**config.mk**
```make
export PLATFORM = sky130hd
export DESIGN_NAME = nes_pad_top
export DESIGN_NICKNAME = d
export VERILOG_FILES = /design/src/nes_pad_pkg.sv /design/src/nes_timing_pkg.sv /design/src/nes_pad_top.sv /design/src/nes_button_events.sv /design/src/nes_serial_capture.sv /design/src/nes_poll_sequencer.sv
export SDC_FILE = /design/constraint.sdc
export NUM_CORES = 1
export LEC_CHECK = 0
export ABC_AREA = 1
export BUFFER_PORTS_ARGS = -buffer_cell sky130_fd_sc_hd__buf_2
export CAP_MARGIN = 20
export CORE_MARGIN = 2
export CORE_UTILIZATION = 30
export DETAILED_ROUTE_END_ITERATION = 8
export PLACE_DENSITY = 0.57
export SLEW_MARGIN = 20
export SYNTH_ARGS = -nofsm -noshare
export SYNTH_HDL_FRONTEND = slang
export SYNTH_SLANG_ARGS = --single-unit
```
**constraint.sdc**
```tcl
create_clock -name clk_50M -period 6 [get_ports clk_50M]
set_clock_uncertainty 0.2 [all_clocks]
set_input_delay 1.5 -clock clk_50M [delete_from_list [all_inputs] [get_ports clk_50M]]
set_output_delay 1.5 -clock clk_50M [all_outputs]
set_load 0.02 [all_outputs]
```
**src/nes_pad_pkg.sv**
```systemverilog
package nes_pad_pkg;

	////////////////////////////////////////////////////////////////////////////
	// Button vector layout
	////////////////////////////////////////////////////////////////////////////

	// Bit positions in the button vector
	// A is shifted out first and sits in the top bit
	typedef enum logic [2:0]
	{
		btn_right  = 3'd0,
		btn_left   = 3'd1,
		btn_down   = 3'd2,
		btn_up     = 3'd3,
		btn_start  = 3'd4,
		btn_select = 3'd5,
		btn_b      = 3'd6,
		btn_a      = 3'd7
	} button_e;

	////////////////////////////////////////////////////////////////////////////
	// Poll sequencer states
	////////////////////////////////////////////////////////////////////////////

	// Idle until frame start, latch, then eight low/high pulse pairs
	typedef enum logic [1:0]
	{
		// Pulse parked high, waiting for the frame counter to wrap
		st_wait     = 2'd0,
		// Latch high, pad loads its shift register
		st_latch    = 2'd1,
		// Pulse low, the current bit is sampled on entry
		st_clk_low  = 2'd2,
		// Pulse high, pad shifts to the next bit on entry
		st_clk_high = 2'd3
	} poll_state_e;

endpackage

```
**src/nes_timing_pkg.sv**
```systemverilog
package nes_timing_pkg;

	////////////////////////////////////////////////////////////////////////////
	// Board clock and pad poll rate
	////////////////////////////////////////////////////////////////////////////

	// Board oscillator
	localparam int unsigned clk_freq_hz = 50_000_000;

	// One pad read per video frame
	localparam int unsigned poll_rate_hz = 60;

	////////////////////////////////////////////////////////////////////////////
	// Derived clock counts
	////////////////////////////////////////////////////////////////////////////

	// Latch high for 12 us
	localparam int unsigned latch_cycles = (clk_freq_hz / 1_000_000) * 12;

	// Each pulse half period is 6 us
	localparam int unsigned half_cycles = (clk_freq_hz / 1_000_000) * 6;

	// Rounded up, so the counter wraps at 833333
	localparam int unsigned poll_cycles_default =
		(clk_freq_hz + poll_rate_hz - 1) / poll_rate_hz;

	// Wide enough for the default frame
	localparam int unsigned frame_count_width = $clog2(poll_cycles_default);

	// Phase timer covers the longest phase, the latch
	localparam int unsigned phase_count_width = $clog2(latch_cycles);

	// Buttons on one pad
	localparam int unsigned pad_bits = 8;

endpackage
```
**src/nes_pad_top.sv**
```systemverilog
`timescale 1ns/1ps

module nes_pad_top #(
	parameter int unsigned poll_cycles = nes_timing_pkg::poll_cycles_default
) (
	input  logic                                clk_50M,
	input  logic                                arst_n,
	input  logic                                data,
	output logic                                latch,
	output logic                                pulse,
	output logic [nes_timing_pkg::pad_bits-1:0] buttons,
	output logic [nes_timing_pkg::pad_bits-1:0] pressed,
	output logic [nes_timing_pkg::pad_bits-1:0] released,
	output logic                                frame_valid
);

	import nes_timing_pkg::*;

	// Sequencer to capture
	logic                sample;
	logic                last;

	// Capture to events
	logic [pad_bits-1:0] frame_word;
	logic                frame_done;

	// Latch, pulse and sample strobes
	nes_poll_sequencer #(
		.poll_cycles (poll_cycles)
	) seq_i (
		.clk_50M (clk_50M),
		.arst_n  (arst_n),
		.latch   (latch),
		.pulse   (pulse),
		.sample  (sample),
		.last    (last)
	);

	// Serial data into a frame word
	nes_serial_capture cap_i (
		.clk_50M    (clk_50M),
		.arst_n     (arst_n),
		.data       (data),
		.sample     (sample),
		.last       (last),
		.frame_word (frame_word),
		.frame_done (frame_done)
	);

	// Held buttons and press/release events
	nes_button_events evt_i (
		.clk_50M     (clk_50M),
		.arst_n      (arst_n),
		.frame_word  (frame_word),
		.frame_done  (frame_done),
		.buttons     (buttons),
		.pressed     (pressed),
		.released    (released),
		.frame_valid (frame_valid)
	);

endmodule

```
**src/nes_button_events.sv**
```systemverilog
`timescale 1ns/1ps

module nes_button_events (
	input  logic                                clk_50M,
	input  logic                                arst_n,
	input  logic [nes_timing_pkg::pad_bits-1:0] frame_word,
	input  logic                                frame_done,
	output logic [nes_timing_pkg::pad_bits-1:0] buttons,
	output logic [nes_timing_pkg::pad_bits-1:0] pressed,
	output logic [nes_timing_pkg::pad_bits-1:0] released,
	output logic                                frame_valid
);

	import nes_timing_pkg::*;

	// Edges of the new frame against the held one
	logic [pad_bits-1:0] rise_mask;
	logic [pad_bits-1:0] fall_mask;

	assign rise_mask = frame_word & ~buttons;
	assign fall_mask = buttons & ~frame_word;

	////////////////////////////////////////////////////////////////////////////
	// Held state and one-cycle event masks
	////////////////////////////////////////////////////////////////////////////

	always_ff @(posedge clk_50M or negedge arst_n)
	begin
		if (!arst_n)
		begin
			buttons     <= '0;
			pressed     <= '0;
			released    <= '0;
			frame_valid <= 1'b0;
		end
		else if (frame_done)
		begin
			buttons     <= frame_word;
			pressed     <= rise_mask;
			released    <= fall_mask;
			frame_valid <= 1'b1;
		end
		else
		begin
			// Masks only live alongside frame_valid
			pressed     <= '0;
			released    <= '0;
			frame_valid <= 1'b0;
		end
	end

endmodule

```
**src/nes_serial_capture.sv**
```systemverilog
`timescale 1ns/1ps

module nes_serial_capture (
	input  logic                                clk_50M,
	input  logic                                arst_n,
	input  logic                                data,
	input  logic                                sample,
	input  logic                                last,
	output logic [nes_timing_pkg::pad_bits-1:0] frame_word,
	output logic                                frame_done
);

	import nes_timing_pkg::*;
	import nes_pad_pkg::*;

	// Synchronizer stages
	logic                data_meta;
	logic                data_sync;

	// Working word and the slot for the next bit
	logic [pad_bits-1:0] work_word;
	logic [pad_bits-1:0] word_nxt;
	button_e             slot;

	////////////////////////////////////////////////////////////////////////////
	// Pad data synchronizer
	////////////////////////////////////////////////////////////////////////////

	// Idle pad line is high, no button pressed
	always_ff @(posedge clk_50M or negedge arst_n)
	begin
		if (!arst_n)
		begin
			data_meta <= 1'b1;
			data_sync <= 1'b1;
		end
		else
		begin
			data_meta <= data;
			data_sync <= data_meta;
		end
	end

	////////////////////////////////////////////////////////////////////////////
	// Bit collection
	////////////////////////////////////////////////////////////////////////////

	// Active-low line, a pressed button reads as one
	always_comb
	begin
		word_nxt       = work_word;
		word_nxt[slot] = ~data_sync;
	end

	// Slot walks from A down to Right and wraps back for the next frame
	always_ff @(posedge clk_50M or negedge arst_n)
	begin
		if (!arst_n)
			slot <= btn_a;
		else if (sample)
			slot <= button_e'(slot - 3'd1);
	end

	always_ff @(posedge clk_50M)
	begin
		if (sample)
			work_word <= word_nxt;
	end

	// Completed word includes the bit taken with last
	always_ff @(posedge clk_50M)
	begin
		if (sample && last)
			frame_word <= word_nxt;
	end

	always_ff @(posedge clk_50M or negedge arst_n)
	begin
		if (!arst_n)
			frame_done <= 1'b0;
		else
			frame_done <= sample && last;
	end

endmodule

```
**src/nes_poll_sequencer.sv**
```systemverilog
`timescale 1ns/1ps

module nes_poll_sequencer #(
	parameter int unsigned poll_cycles = nes_timing_pkg::poll_cycles_default
) (
	input  logic clk_50M,
	input  logic arst_n,
	output logic latch,
	output logic pulse,
	output logic sample,
	output logic last
);

	import nes_timing_pkg::*;
	import nes_pad_pkg::*;

	// Frame counter
	logic [frame_count_width-1:0] frame_cnt;
	logic                         frame_wrap;

	// State, phase timer and bit counter
	poll_state_e                  state;
	poll_state_e                  state_nxt;
	logic [phase_count_width-1:0] phase_cnt;
	logic [phase_count_width-1:0] phase_nxt;
	logic [2:0]                   bit_cnt;
	logic [2:0]                   bit_nxt;

	// Strobes for the next cycle
	logic                         sample_nxt;
	logic                         last_nxt;

	////////////////////////////////////////////////////////////////////////////
	// Poll period timer
	////////////////////////////////////////////////////////////////////////////

	assign frame_wrap = (frame_cnt == frame_count_width'(poll_cycles - 1));

	// Starts at the wrap value so frame 0 begins on the first clock out of reset
	always_ff @(posedge clk_50M or negedge arst_n)
	begin
		if (!arst_n)
			frame_cnt <= frame_count_width'(poll_cycles - 1);
		else if (frame_wrap)
			frame_cnt <= '0;
		else
			frame_cnt <= frame_cnt + 1'b1;
	end

	////////////////////////////////////////////////////////////////////////////
	// State machine next state
	////////////////////////////////////////////////////////////////////////////

	always_comb
	begin
		state_nxt = state;
		phase_nxt = phase_cnt + 1'b1;
		bit_nxt   = bit_cnt;
		case (state)
			st_wait:
			begin
				// Phase timer and bit counter parked at zero
				phase_nxt = '0;
				bit_nxt   = '0;
				if (frame_wrap)
					state_nxt = st_latch;
			end
			st_latch:
			begin
				if (phase_cnt == phase_count_width'(latch_cycles - 1))
				begin
					state_nxt = st_clk_low;
					phase_nxt = '0;
				end
			end
			st_clk_low:
			begin
				if (phase_cnt == phase_count_width'(half_cycles - 1))
				begin
					state_nxt = st_clk_high;
					phase_nxt = '0;
				end
			end
			st_clk_high:
			begin
				if (phase_cnt == phase_count_width'(half_cycles - 1))
				begin
					phase_nxt = '0;
					// Eighth high phase ends the frame
					if (bit_cnt == 3'(pad_bits - 1))
						state_nxt = st_wait;
					else
					begin
						state_nxt = st_clk_low;
						bit_nxt   = bit_cnt + 1'b1;
					end
				end
			end
			default:
			begin
				state_nxt = st_wait;
				phase_nxt = '0;
				bit_nxt   = '0;
			end
		endcase
	end

	// Sample on entry to every low phase, last on the eighth one
	assign sample_nxt = (state_nxt == st_clk_low) && (state != st_clk_low);
	assign last_nxt   = sample_nxt && (bit_nxt == 3'(pad_bits - 1));

	////////////////////////////////////////////////////////////////////////////
	// State and output registers
	////////////////////////////////////////////////////////////////////////////

	always_ff @(posedge clk_50M or negedge arst_n)
	begin
		if (!arst_n)
		begin
			state     <= st_wait;
			phase_cnt <= '0;
			bit_cnt   <= '0;
		end
		else
		begin
			state     <= state_nxt;
			phase_cnt <= phase_nxt;
			bit_cnt   <= bit_nxt;
		end
	end

	// Pad pins come straight from flops
	always_ff @(posedge clk_50M or negedge arst_n)
	begin
		if (!arst_n)
		begin
			latch  <= 1'b0;
			pulse  <= 1'b1;
			sample <= 1'b0;
			last   <= 1'b0;
		end
		else
		begin
			latch  <= (state_nxt == st_latch);
			pulse  <= (state_nxt != st_clk_low);
			sample <= sample_nxt;
			last   <= last_nxt;
		end
	end

endmodule

```
==> results by stage <==
Run status:
- The flow ran to the end, and the final reports show no timing, DRC or antenna violations.

Clock network:
- The later-pin clock latency in the skew report is 340 ps.
- Once the clock tree was built, the setup fixing pass inserted 0 buffers.
- The count of H-tree levels built during CTS is 3.
- Clock tree synthesis inserted a total of 9 buffers.
- TritonCTS built the clock tree.
- In this run, post-CTS hold repair placed 0 buffers.
- The number of gates resized after CTS was 0.
- Clock tree synthesis selected as its root buffer the cell sky130_fd_sc_hd__clkbuf_16.
- Clock tree synthesis found a total of 86 sinks.
- The longest clock path from root to sink contains 2 buffers.
- The clock slew seen by the registers of the worst setup and hold paths is 60 ps.

Global route:
- Entering global routing, the biggest net connects 43 pins.
- After global routing the overflow that remains totals 0.
- The initial antenna violation count is 0.
- Across every metal layer, demand over resource in global routing totals 10.8%.
- The first global-routing pass estimated 11600 um of wire.
- The via count of the first global-routing pass was 2533.

Die:
- The initial core utilization is 31.0%.
- The floorplan has 40 rows.
- The die boundary width is 116 um.
- For this design the top-level I/O count stands at 30.
- The vertical extent of the die is 116 um.
- The region available for standard cell placement spans 12100 sq um.
- The floorplan step defined a die boundary enclosing 13400 sq um.

Power:
- The internal cell power is 0.965 mW.
- The analysis attributes to cell leakage a power of 2.07 nW.
- Dividing total power by cell area gives a power density of 272 nW/um^2.
- The highest ir drop seen on vdd is 143 uV.
- The fraction of power spent switching nets is 19.9%.
- The part of the power in the clock network is 49.7%.
- The fraction of power consumed by combinational cells is 0.8%.
- Per report_power, the sequential group accounts for 49.4% of the total.
- The net switching power is 0.240 mW.

Synthesis:
- A synthesized cell averages 9.43 sq um.
- The synthesized design contains 16 enable-type register cells.
- The fraction of synthesized cell area taken by the top area cell type is 34.7%.
- The net count after synthesis is 410.
- The cell area after synthesis is 3750 sq um.
- During synthesis, Yosys emitted a total of 0 warnings.
- By instance count, the leading cell after synthesis is sky130_fd_sc_hd__nand2_1.
- The synthesized flop and latch total is 86.
- Sequential cells were found to cover 60.1% of the synthesized design area.
- The dominant synthesized flop cell is sky130_fd_sc_hd__dfrtp_1.
- The synthesized netlist cell count is 398.
- The cell taking the most area after synthesis is sky130_fd_sc_hd__dfrtp_1.
- The share of async-settable or async-resettable flops after synthesis is 81.4%.
- The number of different library cells used by synthesis comes to 29.
- After synthesis, the cell types taking the most area are sky130_fd_sc_hd__dfrtp_1, sky130_fd_sc_hd__edfxtp_1, sky130_fd_sc_hd__dfstp_2.
- By count the netlist is led by sky130_fd_sc_hd__nand2_1, sky130_fd_sc_hd__inv_1, sky130_fd_sc_hd__nor2_1, sky130_fd_sc_hd__dfrtp_1, sky130_fd_sc_hd__nand3_1.

Placed design:
- Before CTS, the worst setup slack after placement is 3190 ps.
- During placement, the flow inserted port buffers numbering 29.
- The cell count after placement is 593.
- The routability-driven placement congestion ratio is 0.799.
- The placed wire-length estimate after detailed placement is 4850 um.

Critical path:
- The critical path data arrival time is 1000 ps.
- The type of element capturing the critical path is an output port.
- The category of the worst setup path launch point is a flip-flop.
- The maximum fanout encountered on the critical timing path is 1.
- STA puts the critical path data required time at 4300 ps.
- On the critical path the largest part of the delay comes from flip-flops.
- For this run, the slowest stage of the critical path takes 510 ps.
- The combined buffer and inverter count along the critical path is 1.
- The cell with the largest stage delay on the worst path is sky130_fd_sc_hd__dfstp_2.
- The path type of the worst setup path is flip-flop to output port.
- The signal on the critical path passes through buf_2.

Timing:
- After routing, the total negative slack on setup checks comes to 0 ps.
- The setup-violating endpoint count in the final report is 0.
- The worst slew margin relative to its limit is 59.1%.
- After layout, the worst setup slack is 3300 ps.
- The worst path uses 45.0% of the clock period.
- The hold violation count in the final report is 0.
- At the pin with the least slew margin, the transition time is 614 ps.
- Hold is met by 156 ps.
- For this run, the top clock speed supported by timing is 0.371 GHz.
- The clock period minus worst slack is 2700 ps.
- The max-slew violation total from the final report is 0.
- Setup repair after global routing left no endpoint under its margin.

Detailed routing:
- Once detail routing completed, the nets flagged for antenna violations numbered 0.
- For this run, the detailed router's first-pass iteration total came to 4.
- The post-detailed-route via-to-cell ratio is 4.32.
- Dividing the detail-routed wire length by the instance count gives 11.0 um.
- The total via count in the routed design is 2629.
- The DRC marker count from the first detailed-route iteration is 232.
- After detailed routing, the number of remaining DRC violations is 0.
- For this block, the routed nets add up to 6730 um of wire.

Layout:
- The final cell count without fillers is 609.
- The fraction of the core area covered by cells at the end of the flow is 36.6%.
- Of the cells placed in the final design, the portion with a size suffix greater than 1 is 16.8%.
- The number of nets at the end of the flow is 448.
- The diode insertion count for antenna repair is 0.
- The filler cell count is 1231.
- Compared with the post-synthesis result, the final layout area differs by 18.0%.

Job:
- Across the run, the number of max-cap violations was 0.

Worst hold path:
- The worst hold path belongs to the class flip-flop to flip-flop.
## metal layers
metal | routed length (um) | global-route usage (%) | vias to the layer above
li1 | - | - | 1351
met2 | 3040 | 16.7 | 41
met3 | 219 | 3.29 | 6
met4 | 97 | 3.33 | 0
met5 | 0 | 0 | -
met1 | 3370 | 14.8 | 1231
## path summary, 6_finish.rpt
path | slack [ps] | cells after the start | end | from
min in group asynchronous | 970 | 1 | evt_i.released[6] | arst_n
min | 160 | 0 | cap_i.data_sync | cap_i.data_meta
max in group asynchronous | 3640 | 2 | cap_i.data_meta | arst_n
max reg2reg | 3800 | 7 | seq_i.frame_cnt[16] | seq_i.frame_cnt[0]
max | 3300 | 1 | pulse | seq_i.pulse
min reg2reg | 160 | 0 | cap_i.data_sync | cap_i.data_meta
## power groups by stage
| stage | Combinational (mW) | Sequential, mW | Clock (mW) |
|---|---|---|---|
| 5_1_grt | 0.0123 | 0.595 | 0.641 |
| 4_1_cts | 0.0110 | 0.596 | 0.617 |
| 3_3_place_gp | 0.0106 | 0.606 | 0 |
| 6_report | 0.00989 | 0.596 | 0.600 |
| 3_5_place_dp | 0.0110 | 0.607 | 0 |
| 2_1_floorplan | 0.000187 | 0.606 | 0 |
## flip-flops by register name, indices dropped and copies added, names as in the netlist, 8 cells and up
name              count
seq_i.frame_cnt      20
seq_i.phase_cnt      10
cap_i.frame_word      8
cap_i.work_word       8
evt_i.buttons         8
evt_i.pressed         8
evt_i.released        8
## layout by cell type, fill, tap and decap left out, drive strengths merged
master	n
nand3	29
nand2	71
xnor2	3
clkbuf	9
bufinv	2
a31oi	2
o21ai	25
o21bai	1
edfxtp	16
nand4	9
buf	30
nor3	20
xor2	8
dfstp	18
ha	9
nor3b	1
or2	2
dfrtp	52
clkinvlp	1
a21oi	9
clkinv	1
inv	62
nor2	60
a21o	1
## area by class of cell
| type | instances | area, sq um | share of cell area (%) |
|---|---|---|---|
| flip-flops and latches | 86 | 2250 | 50.9 |
| inverters | 59 | 221 | 5.00 |
| clock inverters | 7 | 103 | 2.32 |
| well taps | 168 | 210 | 4.75 |
| clock buffers | 9 | 225 | 5.09 |
| repair buffers | 30 | 153 | 3.45 |
| multi-input cells | 250 | 1260 | 28.5 |
## stage by stage
| step | cell area, sq um | power [mW] |
|---|---|---|
| floorplan | 3750 | 0.606 |
| detailed placement | 4100 | 0.618 |
| global route | 4430 | 1.25 |
| global placement | 4100 | 0.617 |
| finish | 4430 | 1.21 |
| CTS | 4430 | 1.22 |
## kinds of logic (layout without fill, tap and decap cells)
family                     count (synthesis)  after routing  share of synthesized area (%)
and+or+nand+nor                          192            192                           22.8
DFF                                       86             86                           60.1
buffers and inverters                     62            105                           6.30
AOI/OAI and AO/OA                         38             38                           5.27
xor gates and xnor gates                  11             11                           2.57
adders and majority gates                  9              9                           3.00
Note: power is estimated with default switching activity, not from simulation.
